<file path="config.mk">
export PLATFORM = sky130hd
export DESIGN_NAME = operator_slot_control
export DESIGN_NICKNAME = d
export VERILOG_FILES = /design/src/hdl/opl3_slot_pkg.sv /design/src/hdl/reg_write_decode.sv /design/src/hdl/param_bank_mem.sv /design/src/hdl/slot_sequencer.sv /design/src/hdl/param_fetch.sv /design/src/hdl/slot_result.sv /design/src/hdl/operator_slot_control.sv
export VERILOG_INCLUDE_DIRS = /design/src /design/src/hdl
export SDC_FILE = /design/constraint.sdc
export NUM_CORES = 2
export LEC_CHECK = 0
export BUFFER_PORTS_ARGS = -buffer_cell sky130_fd_sc_hd__buf_2
export CAP_MARGIN = 0
export CORE_MARGIN = 1.5
export CORE_UTILIZATION = 65
export DETAILED_ROUTE_END_ITERATION = 10
export HOLD_SLACK_MARGIN = 0.03
export PLACE_DENSITY = 0.79
export SETUP_SLACK_MARGIN = 0.2
export SLEW_MARGIN = 20
export SYNTH_ARGS = -nofsm -noshare
export SYNTH_HDL_FRONTEND = slang
export SYNTH_SLANG_ARGS = --single-unit
</file>
<file path="constraint.sdc">
create_clock -name clk -period 29.7 [get_ports clk]
set_input_delay 2.97 -clock clk [delete_from_list [all_inputs] [get_ports clk]]
set_output_delay 2.97 -clock clk [all_outputs]
set_load 0.005 [all_outputs]
</file>
<file path="src/hdl/opl3_slot_config.svh">
// size and timing constants for the fm slot controller, included by its package and modules
`ifndef OPL3_SLOT_CONFIG_SVH
`define OPL3_SLOT_CONFIG_SVH

// two register banks, each with its own operators and channels
`define OPL3_NUM_BANKS 2

// operator slots in one bank
`define OPL3_OPS_PER_BANK 18

// two-operator channels in one bank
`define OPL3_CHANS_PER_BANK 9

// operator locations per bank with offsets 6, 7, 14 and 15 left unused
`define OPL3_OP_MEM_DEPTH 22

// clock cycles spent on each operator slot
`define OPL3_SLOT_CYCLES 2

`endif

</file>
<file path="src/hdl/opl3_slot_pkg.sv">
// index and register field types shared by every module of the fm slot controller
`default_nettype none

`include "opl3_slot_config.svh"

package opl3_slot_pkg;

    typedef logic [$clog2(`OPL3_NUM_BANKS)-1:0] bank_t;
    typedef logic [$clog2(`OPL3_OPS_PER_BANK)-1:0] op_num_t;
    typedef logic [$clog2(`OPL3_OP_MEM_DEPTH)-1:0] op_addr_t;
    typedef logic [$clog2(`OPL3_CHANS_PER_BANK)-1:0] chan_addr_t;

    typedef logic [7:0] reg_byte_t;
    typedef logic [2:0] ws_t;        // waveform select
    typedef logic [5:0] chan_high_t; // key-on, block, fnum[9:8]
    typedef logic [3:0] fb_cnt_t;    // feedback and connection
    typedef logic [5:0] conn_sel_t;  // bits 2:0 bank 0, bits 5:3 bank 1

    typedef enum logic [3:0] {
        grp_none,
        grp_20,
        grp_40,
        grp_60,
        grp_80,
        grp_e0,
        grp_a0,
        grp_b0,
        grp_c0
    } reg_group_t;

endpackage

`default_nettype wire

</file>
<file path="src/hdl/reg_write_decode.sv">
// wishbone classic write slave that sorts register writes into groups for the parameter memories
`timescale 1ns/100ps
`default_nettype none

module reg_write_decode (
    input wire clk,
    input wire reset,
    input wire wb_cyc,
    input wire wb_stb,
    input wire wb_we,
    input wire [8:0] wb_adr,                  // bank in bit 8
    input wire opl3_slot_pkg::reg_byte_t wb_dat,
    output logic wb_ack,
    output logic wr_en,
    output opl3_slot_pkg::reg_group_t wr_group,
    output opl3_slot_pkg::bank_t wr_bank,
    output opl3_slot_pkg::op_addr_t wr_offset,
    output opl3_slot_pkg::reg_byte_t wr_data,
    output opl3_slot_pkg::conn_sel_t conn_sel
);
    import opl3_slot_pkg::*;

    logic req;
    logic conn_hit;       // pending write to the connection select
    reg_group_t group;

    assign req = wb_cyc && wb_stb && !wb_ack; // no wait states

    always_comb begin
        group = grp_none;
        if (wb_adr[7:0] >= 8'h20 && wb_adr[7:0] <= 8'h35) group = grp_20;
        if (wb_adr[7:0] >= 8'h40 && wb_adr[7:0] <= 8'h55) group = grp_40;
        if (wb_adr[7:0] >= 8'h60 && wb_adr[7:0] <= 8'h75) group = grp_60;
        if (wb_adr[7:0] >= 8'h80 && wb_adr[7:0] <= 8'h95) group = grp_80;
        if (wb_adr[7:0] >= 8'he0 && wb_adr[7:0] <= 8'hf5) group = grp_e0;
        if (wb_adr[7:0] >= 8'ha0 && wb_adr[7:0] <= 8'ha8) group = grp_a0;
        if (wb_adr[7:0] >= 8'hb0 && wb_adr[7:0] <= 8'hb8) group = grp_b0;
        if (wb_adr[7:0] >= 8'hc0 && wb_adr[7:0] <= 8'hc8) group = grp_c0;
    end

    always_ff @(posedge clk) begin
        if (reset) begin
            wb_ack <= 1'b0;
            wr_en <= 1'b0;
        end else begin
            wb_ack <= req;
            wr_en <= req && wb_we;     // reads are acked only
        end
    end

    always_ff @(posedge clk) begin
        if (req) begin
            wr_group <= group;
            wr_bank <= wb_adr[8];
            wr_offset <= wb_adr[4:0];
            wr_data <= wb_dat;
            conn_hit <= wb_adr == 9'h104;
        end
    end

    // lands together with the memory writes at the end of the ack cycle
    always_ff @(posedge clk) begin
        if (reset)
            conn_sel <= '0;
        else if (wr_en && conn_hit)
            conn_sel <= wr_data[5:0];
    end

endmodule

`default_nettype wire

</file>
<file path="src/hdl/param_bank_mem.sv">
// two-bank parameter memory, written from the register bus and read once per operator slot
`timescale 1ns/100ps
`default_nettype none

`include "opl3_slot_config.svh"

module param_bank_mem #(
    parameter type payload_t = logic [7:0],
    parameter int DEPTH = `OPL3_OP_MEM_DEPTH
) (
    input wire clk,
    input wire reset,
    input wire wr_en,
    input wire opl3_slot_pkg::bank_t wr_bank,
    input wire [$clog2(DEPTH)-1:0] wr_addr,
    input var payload_t wr_data,
    input wire rd_en,
    input wire opl3_slot_pkg::bank_t rd_bank,
    input wire [$clog2(DEPTH)-1:0] rd_addr,
    output payload_t rd_data
);
    payload_t mem [`OPL3_NUM_BANKS][DEPTH];

    always_ff @(posedge clk) begin
        if (reset) begin
            for (int b = 0; b < `OPL3_NUM_BANKS; b++)
                for (int i = 0; i < DEPTH; i++)
                    mem[b][i] <= '0;
            rd_data <= '0;
        end else begin
            if (wr_en)
                mem[wr_bank][wr_addr] <= wr_data;
            if (rd_en)
                rd_data <= mem[rd_bank][rd_addr]; // old value on a same-cycle write
        end
    end

endmodule

`default_nettype wire

</file>
<file path="src/hdl/slot_sequencer.sv">
// frame state machine that walks all 36 operator slots after each sample tick
`timescale 1ns/100ps
`default_nettype none

`include "opl3_slot_config.svh"

module slot_sequencer (
    input wire clk,
    input wire reset,
    input wire sample_tick,
    output logic slot_issue,
    output opl3_slot_pkg::bank_t slot_bank,
    output opl3_slot_pkg::op_num_t slot_op
);
    import opl3_slot_pkg::*;

    localparam int NUM_SLOTS = `OPL3_NUM_BANKS * `OPL3_OPS_PER_BANK;
    localparam int ST_W = $clog2(NUM_SLOTS + 1);
    localparam int CNT_W = $clog2(`OPL3_SLOT_CYCLES);

    logic [ST_W-1:0] state;   // 0 idle, 1..36 slot k+1
    logic [CNT_W-1:0] cyc_cnt;
    logic last_cycle;

    assign last_cycle = cyc_cnt == CNT_W'(`OPL3_SLOT_CYCLES - 1);
    assign slot_issue = state != '0 && cyc_cnt == '0;

    always_ff @(posedge clk) begin
        if (reset) begin
            state <= '0;
            cyc_cnt <= '0;
        end else if (state == '0) begin
            cyc_cnt <= '0;
            if (sample_tick)
                state <= ST_W'(1);
        end else if (last_cycle) begin
            cyc_cnt <= '0;
            state <= (state == ST_W'(NUM_SLOTS)) ? '0 : state + 1'b1;
        end else begin
            cyc_cnt <= cyc_cnt + 1'b1;
        end
    end

    // bank 0 slots first, then bank 1
    always_comb begin
        slot_bank = bank_t'(state > ST_W'(`OPL3_OPS_PER_BANK));
        if (state == '0)
            slot_op = '0;
        else if (slot_bank != '0)
            slot_op = op_num_t'(state - ST_W'(`OPL3_OPS_PER_BANK + 1));
        else
            slot_op = op_num_t'(state - 1'b1);
    end

endmodule

`default_nettype wire

</file>
<file path="src/hdl/param_fetch.sv">
// maps each issued slot to its operator and channel locations and reads the parameter memories
`timescale 1ns/100ps
`default_nettype none

`include "opl3_slot_config.svh"

module param_fetch (
    input wire clk,
    input wire reset,
    input wire wr_en,
    input var opl3_slot_pkg::reg_group_t wr_group,
    input wire opl3_slot_pkg::bank_t wr_bank,
    input wire opl3_slot_pkg::op_addr_t wr_offset,
    input wire opl3_slot_pkg::reg_byte_t wr_data,
    input wire opl3_slot_pkg::conn_sel_t conn_sel,
    input wire slot_issue,
    input wire opl3_slot_pkg::bank_t slot_bank,
    input wire opl3_slot_pkg::op_num_t slot_op,
    output logic fetch_valid,
    output opl3_slot_pkg::bank_t fetch_bank,
    output opl3_slot_pkg::op_num_t fetch_op,
    output opl3_slot_pkg::reg_byte_t op_byte_20,
    output opl3_slot_pkg::reg_byte_t op_byte_40,
    output opl3_slot_pkg::reg_byte_t op_byte_60,
    output opl3_slot_pkg::reg_byte_t op_byte_80,
    output opl3_slot_pkg::ws_t op_ws,
    output opl3_slot_pkg::reg_byte_t fnum_low,
    output opl3_slot_pkg::chan_high_t chan_high,
    output opl3_slot_pkg::fb_cnt_t fb_cnt,
    output logic use_feedback
);
    import opl3_slot_pkg::*;

    localparam reg_group_t BYTE_GROUPS [4] = '{grp_20, grp_40, grp_60, grp_80};

    op_addr_t op_addr;
    chan_addr_t chan_addr;
    chan_addr_t wr_chan;
    logic [1:0] op_mod3;
    logic [2:0] sel_idx;      // conn_sel bit for this pair
    logic paired;             // four-operator pairing active
    logic fb_next;
    reg_byte_t op_bytes [4];

    assign wr_chan = wr_offset[3:0];

    always_comb begin
        op_mod3 = 2'(slot_op % 5'd3);
        sel_idx = {1'b0, op_mod3} + (slot_bank != '0 ? 3'd3 : 3'd0);
        paired = conn_sel[sel_idx];

        if (slot_op < 5'd6)
            op_addr = slot_op;
        else if (slot_op < 5'd12)
            op_addr = slot_op + 5'd2;
        else
            op_addr = slot_op + 5'd4;

        if (slot_op < 5'd6)
            chan_addr = chan_addr_t'(op_mod3);
        else if (slot_op < 5'd12)
            chan_addr = paired ? chan_addr_t'(op_mod3) : chan_addr_t'(op_mod3) + 4'd3;
        else
            chan_addr = chan_addr_t'(op_mod3) + 4'd6;

        if (slot_op < 5'd3 || slot_op >= 5'd12)
            fb_next = 1'b1;
        else if (slot_op >= 5'd6 && slot_op < 5'd9)
            fb_next = !paired; // second half of a pair gets no feedback
        else
            fb_next = 1'b0;
    end

    for (genvar g = 0; g < 4; g++) begin : g_byte_mem
        param_bank_mem #(.payload_t(reg_byte_t), .DEPTH(`OPL3_OP_MEM_DEPTH)) u_mem (
            .clk, .reset,
            .wr_en(wr_en && wr_group == BYTE_GROUPS[g]),
            .wr_bank, .wr_addr(wr_offset), .wr_data,
            .rd_en(slot_issue), .rd_bank(slot_bank), .rd_addr(op_addr),
            .rd_data(op_bytes[g])
        );
    end

    assign op_byte_20 = op_bytes[0];
    assign op_byte_40 = op_bytes[1];
    assign op_byte_60 = op_bytes[2];
    assign op_byte_80 = op_bytes[3];

    param_bank_mem #(.payload_t(ws_t), .DEPTH(`OPL3_OP_MEM_DEPTH)) u_ws_mem (
        .clk, .reset,
        .wr_en(wr_en && wr_group == grp_e0),
        .wr_bank, .wr_addr(wr_offset), .wr_data(wr_data[2:0]),
        .rd_en(slot_issue), .rd_bank(slot_bank), .rd_addr(op_addr),
        .rd_data(op_ws)
    );

    param_bank_mem #(.payload_t(reg_byte_t), .DEPTH(`OPL3_CHANS_PER_BANK)) u_fnum_mem (
        .clk, .reset,
        .wr_en(wr_en && wr_group == grp_a0),
        .wr_bank, .wr_addr(wr_chan), .wr_data,
        .rd_en(slot_issue), .rd_bank(slot_bank), .rd_addr(chan_addr),
        .rd_data(fnum_low)
    );

    param_bank_mem #(.payload_t(chan_high_t), .DEPTH(`OPL3_CHANS_PER_BANK)) u_high_mem (
        .clk, .reset,
        .wr_en(wr_en && wr_group == grp_b0),
        .wr_bank, .wr_addr(wr_chan), .wr_data(wr_data[5:0]),
        .rd_en(slot_issue), .rd_bank(slot_bank), .rd_addr(chan_addr),
        .rd_data(chan_high)
    );

    param_bank_mem #(.payload_t(fb_cnt_t), .DEPTH(`OPL3_CHANS_PER_BANK)) u_fb_mem (
        .clk, .reset,
        .wr_en(wr_en && wr_group == grp_c0),
        .wr_bank, .wr_addr(wr_chan), .wr_data(wr_data[3:0]),
        .rd_en(slot_issue), .rd_bank(slot_bank), .rd_addr(chan_addr),
        .rd_data(fb_cnt)
    );

    always_ff @(posedge clk) begin
        if (reset)
            fetch_valid <= 1'b0;
        else
            fetch_valid <= slot_issue; // matches the read latency
    end

    always_ff @(posedge clk) begin
        if (slot_issue) begin
            fetch_bank <= slot_bank;
            fetch_op <= slot_op;
            use_feedback <= fb_next;
        end
    end

endmodule

`default_nettype wire

</file>
<file path="src/hdl/slot_result.sv">
// output register stage for the slot parameter stream, with the end-of-frame pulse
`timescale 1ns/100ps
`default_nettype none

`include "opl3_slot_config.svh"

module slot_result (
    input wire clk,
    input wire reset,
    input wire fetch_valid,
    input wire opl3_slot_pkg::bank_t fetch_bank,
    input wire opl3_slot_pkg::op_num_t fetch_op,
    input wire opl3_slot_pkg::reg_byte_t fetch_byte_20,
    input wire opl3_slot_pkg::reg_byte_t fetch_byte_40,
    input wire opl3_slot_pkg::reg_byte_t fetch_byte_60,
    input wire opl3_slot_pkg::reg_byte_t fetch_byte_80,
    input wire opl3_slot_pkg::ws_t fetch_ws,
    input wire opl3_slot_pkg::reg_byte_t fetch_fnum_low,
    input wire opl3_slot_pkg::chan_high_t fetch_chan_high,
    input wire opl3_slot_pkg::fb_cnt_t fetch_fb_cnt,
    input wire fetch_use_feedback,
    output logic out_valid,
    output opl3_slot_pkg::bank_t out_bank,
    output opl3_slot_pkg::op_num_t out_op,
    output opl3_slot_pkg::reg_byte_t op_byte_20,
    output opl3_slot_pkg::reg_byte_t op_byte_40,
    output opl3_slot_pkg::reg_byte_t op_byte_60,
    output opl3_slot_pkg::reg_byte_t op_byte_80,
    output opl3_slot_pkg::ws_t op_ws,
    output opl3_slot_pkg::reg_byte_t fnum_low,
    output opl3_slot_pkg::chan_high_t chan_high,
    output opl3_slot_pkg::fb_cnt_t fb_cnt,
    output logic use_feedback,
    output logic frame_done
);
    import opl3_slot_pkg::*;

    logic last_slot;

    assign last_slot = out_bank == bank_t'(`OPL3_NUM_BANKS - 1)
        && out_op == op_num_t'(`OPL3_OPS_PER_BANK - 1);

    always_ff @(posedge clk) begin
        if (reset) begin
            out_valid <= 1'b0;
            frame_done <= 1'b0;
        end else begin
            out_valid <= fetch_valid;
            frame_done <= out_valid && last_slot; // one cycle after the final slot
        end
    end

    // record held stable until the next slot
    always_ff @(posedge clk) begin
        if (fetch_valid) begin
            out_bank <= fetch_bank;
            out_op <= fetch_op;
            op_byte_20 <= fetch_byte_20;
            op_byte_40 <= fetch_byte_40;
            op_byte_60 <= fetch_byte_60;
            op_byte_80 <= fetch_byte_80;
            op_ws <= fetch_ws;
            fnum_low <= fetch_fnum_low;
            chan_high <= fetch_chan_high;
            fb_cnt <= fetch_fb_cnt;
            use_feedback <= fetch_use_feedback;
        end
    end

endmodule

`default_nettype wire

</file>
<file path="src/hdl/operator_slot_control.sv">
// top level of the fm slot controller, joining register decode, slot fetch and result stages
`timescale 1ns/100ps
`default_nettype none

module operator_slot_control (
    input wire clk,
    input wire reset,
    input wire sample_tick,
    input wire wb_cyc,
    input wire wb_stb,
    input wire wb_we,
    input wire [8:0] wb_adr,
    input wire opl3_slot_pkg::reg_byte_t wb_dat,
    output logic wb_ack,
    output logic out_valid,
    output opl3_slot_pkg::bank_t out_bank,
    output opl3_slot_pkg::op_num_t out_op,
    output opl3_slot_pkg::reg_byte_t op_byte_20,
    output opl3_slot_pkg::reg_byte_t op_byte_40,
    output opl3_slot_pkg::reg_byte_t op_byte_60,
    output opl3_slot_pkg::reg_byte_t op_byte_80,
    output opl3_slot_pkg::ws_t op_ws,
    output opl3_slot_pkg::reg_byte_t fnum_low,
    output opl3_slot_pkg::chan_high_t chan_high,
    output opl3_slot_pkg::fb_cnt_t fb_cnt,
    output logic use_feedback,
    output logic frame_done
);
    import opl3_slot_pkg::*;

    logic wr_en;
    reg_group_t wr_group;
    bank_t wr_bank;
    op_addr_t wr_offset;
    reg_byte_t wr_data;
    conn_sel_t conn_sel;
    logic slot_issue;
    bank_t slot_bank;
    op_num_t slot_op;
    logic fetch_valid;
    bank_t fetch_bank;
    op_num_t fetch_op;
    reg_byte_t fetch_byte_20, fetch_byte_40, fetch_byte_60, fetch_byte_80;
    ws_t fetch_ws;
    reg_byte_t fetch_fnum_low;
    chan_high_t fetch_chan_high;
    fb_cnt_t fetch_fb_cnt;
    logic fetch_use_feedback;

    reg_write_decode u_decode (
        .clk, .reset, .wb_cyc, .wb_stb, .wb_we, .wb_adr, .wb_dat, .wb_ack,
        .wr_en, .wr_group, .wr_bank, .wr_offset, .wr_data, .conn_sel
    );

    slot_sequencer u_sequencer (
        .clk, .reset, .sample_tick, .slot_issue, .slot_bank, .slot_op
    );

    param_fetch u_fetch (
        .clk, .reset, .wr_en, .wr_group, .wr_bank, .wr_offset, .wr_data, .conn_sel,
        .slot_issue, .slot_bank, .slot_op,
        .fetch_valid, .fetch_bank, .fetch_op,
        .op_byte_20(fetch_byte_20), .op_byte_40(fetch_byte_40),
        .op_byte_60(fetch_byte_60), .op_byte_80(fetch_byte_80),
        .op_ws(fetch_ws), .fnum_low(fetch_fnum_low), .chan_high(fetch_chan_high),
        .fb_cnt(fetch_fb_cnt), .use_feedback(fetch_use_feedback)
    );

    slot_result u_result (
        .clk, .reset, .fetch_valid, .fetch_bank, .fetch_op,
        .fetch_byte_20, .fetch_byte_40, .fetch_byte_60, .fetch_byte_80,
        .fetch_ws, .fetch_fnum_low, .fetch_chan_high, .fetch_fb_cnt, .fetch_use_feedback,
        .out_valid, .out_bank, .out_op,
        .op_byte_20, .op_byte_40, .op_byte_60, .op_byte_80,
        .op_ws, .fnum_low, .chan_high, .fb_cnt, .use_feedback, .frame_done
    );

endmodule

`default_nettype wire

</file>
==> out/metrics.csv <==
stage,metric,value,unit
critical_path,crit path max-delay cell type,buf_4,
routing,DR iter-0 viols,8763,
die,Die Height,373,um
clocking,clock latency on the worst-skew pair,0.85,ns
hold_path,Hold WC Path Type,flip-flop to flip-flop,
clocking,CTS-repair resized insts,0,
die,total core area,136000,um2
clocking,root buf cell,clkbuf_16,
synth,Mapped Nets,6124,
timing,Final min period,10.63,ns
timing,setup TNS,0,ns
die,die area,139000,um2
critical_path,Crit path top cell by count,ha_1,
clocking,Max clock buf depth,3,
synth,top cell type's share of synthesized area,0.657,
routing,Antenna Nets Post-Route,0,
die,die width,373,um
synth,top_reg_cell synth,edfxtp_1,
layout,layout net count,6003,
synth,synthesized instance count,6081,
pwr,total power,7.35,mW
grt,first-pass GRT wire length,356000,um
layout,post-route cell area,97300,um2
clocking,H-tree depth,4,
routing,total wire length,245000,um
place,placed inst area,90900,um2
pwr,Peak VDD IR,0.0000976,V
timing,Max Clk Rate,94.0,MHz
place,# port buffers,85,
synth,Post-synth ARST share,0,
grt,initial antenna violation count,6,
synth,leading area contributor after synthesis,edfxtp_1,
critical_path,CP max stage delay,0.79,ns
clocking,CTS Hold Bufs,0,
timing,Fin. Hold Viols,0,
timing,Hold Slack,0.418,ns
pwr,Pwr per Cell Area,75.5,nW/um2
die,row count,135,
routing,DRC,0,
timing,Clock Skews,0.0303,ns
die,Initial Utilization,0.657,
die,num ports,86,
clocking,CTS tree,done,
layout,layout cells sized above 1,0.173,
place,"worst slack, placed",19.22,ns
outcome,status,finished clean,
grt,GRT Residual Overflow,0,
job,Max Cap Violations,0,
synth,Synth Warn #,0,
timing,Slew headroom,0.146,
timing,Finish-stage setup viols,0,
critical_path,Worst Path Required,30.38,ns
critical_path,Crit Path Max Fanout,81,
routing,vias per cell,7.06,
clocking,postcts setup bufs,0,
timing,RSZ-0062 raised after global routing,no,
timing,"Slew Viols, Final",0,
synth,post-synthesis cell type count,95,
critical_path,crit path kind,flip-flop to flip-flop,
routing,routed length per instance,30.9,um
clocking,Num CTS Buffers,193,
synth,top post-synthesis cells by area,"edfxtp_1 66%, mux4_2 9.7%, and2_1 5.6%",
pwr,P_leak,34.8,nW
critical_path,startpoint types,flip-flop,
synth,syn avg cell area,14.7,um2
layout,Finished Core Util,0.717,
grt,vias in the first global route,53900,
routing,TritonRoute pass-1 iters,6,
timing,Worst-Margin Slew,1.28,ns
grt,GRT Util Overall,0.350,
timing,setup ws final,19.07,ns
synth,sequential area share after synthesis,0.673,
routing,Via Count,55800,
clocking,clock slew at reported path FFs,0.06,ns
layout,"commonest non-fill, non-tap cell in the layout",edfxtp_1,
layout,final std cells w/o fill,7911,
grt,largest net degree at the start of global routing,161,
synth,post-synthesis instance area,89200,um2
clocking,clk sinks,2021,
place,dpl cells,7546,
layout,number of fill cells,8429,
place,post-DP HPWL,142000,um
critical_path,Arrival @ worst endpoint,11.32,ns
layout,Area growth syn-to-layout,9.16,%
synth,Post-synth EDFFs,1950,
timing,crit share post-route,0.358,
place,final RePlAce weighted congestion,0.901,
critical_path,CP endpoint kind,flip-flop,
layout,most frequent cells in the layout,"1950 x edfxtp_1, 796 x and2_1, 483 x nand2_1",
synth,synthesis-stage register bit count,2021,
==> cells in the mapped netlist (all sizes together), types with 24 or more instances <==
cell	number
and2	805
or2	100
nand2b	26
nor3	114
nor2	353
nand3	102
or3	24
clkbuf	419
o211ai	40
o21bai	32
buf	92
a311o	40
o21ai	118
o311ai	27
edfxtp	1950
dfxtp	71
a2111oi	27
nand4b	35
a21o	34
and3	214
nand2	486
a21oi	204
mux4	386
a31oi	52
a311oi	47
mux2i	45
==> routing by layer <==
metal  share of wire  up-vias  wire (um)  GRT usage
met5         0.00018        -         44          0
met4           0.047        6      11500      0.155
met3            0.14      690      34500     0.0892
met2            0.45     4513     111000      0.525
met1            0.36    27800      87700      0.490
li1                -    22800          -          -
==> worst max-delay path: cells and delay by family, from the launching register on <==
family          cells  cell delay, ns
compound gates     13            2.82
flops               1            0.61
simple gates        9            1.55
mux                 4            1.15
buf+inv             6            2.10
fa+ha+maj           6            2.14
==> cell type report <==
class,instances,area [um2],area share
multi-input combinational,3532,27300,0.281
sequential,2021,60000,0.616
timing repair buffer,195,1370,0.0141
inverter,17,78.8,0.000810
clock buffer,263,5360,0.0550
clock inverter,98,1000,0.0103
tap,1781,2230,0.0229
antenna,4,10.0,0.000103
==> flip-flops by register name, indices dropped and copies added (netlist names), 8 cells and up <==
name / flops
u_fetch.u_high_mem.mem: 108
u_result.op_byte_80: 8
u_fetch.u_fnum_mem.mem: 144
u_result.op_byte_20: 8
u_decode.wr_data: 8
u_result.op_byte_60: 8
u_result.fnum_low: 8
u_fetch.u_ws_mem.mem: 132
u_fetch.g_byte_mem.u_mem.mem: 1408
u_fetch.u_fb_mem.mem: 72
u_fetch.g_byte_mem.u_mem.rd_data: 32
u_fetch.u_fnum_mem.rd_data: 8
u_result.op_byte_40: 8
==> kinds of logic (layout without fill, tap and decap cells) <==
family | Yosys count | count (layout) | synth area share
muxes | 444 | 444 | 0.104
buffers and inverters | 528 | 573 | 0.0234
other | 0 | 4 | 0
AOI/OAI and AO/OA | 734 | 734 | 0.0571
DFF | 2021 | 2021 | 0.673
and+or+nand+nor | 2325 | 2325 | 0.139
adders and majority gates | 20 | 20 | 0.00297
xor gates and xnor gates | 9 | 9 | 0.000968
==> path summary, 6_finish.rpt <==
kind / slack, ns / from / end / cells after the start
min reg2reg: 0.42 / u_fetch.fetch_op[4] / u_result.out_op[4] / 0
max: 19.07 / u_sequencer.state[0] / u_fetch.u_high_mem.rd_data[0] / 38
max reg2reg: 19.07 / u_sequencer.state[0] / u_fetch.u_high_mem.rd_data[0] / 38
min: 0.42 / u_fetch.fetch_op[4] / u_result.out_op[4] / 0
==> power by group <==
part	total, mW	switching, mW	leakage (nW)	internal [mW]
clock	2.49	1.08	3.09	1.41
sequential	3.30	0.0615	20.8	3.24
combinational	1.55	1.05	10.8	0.506
No activity file was read; power rests on OpenSTA's default activity.
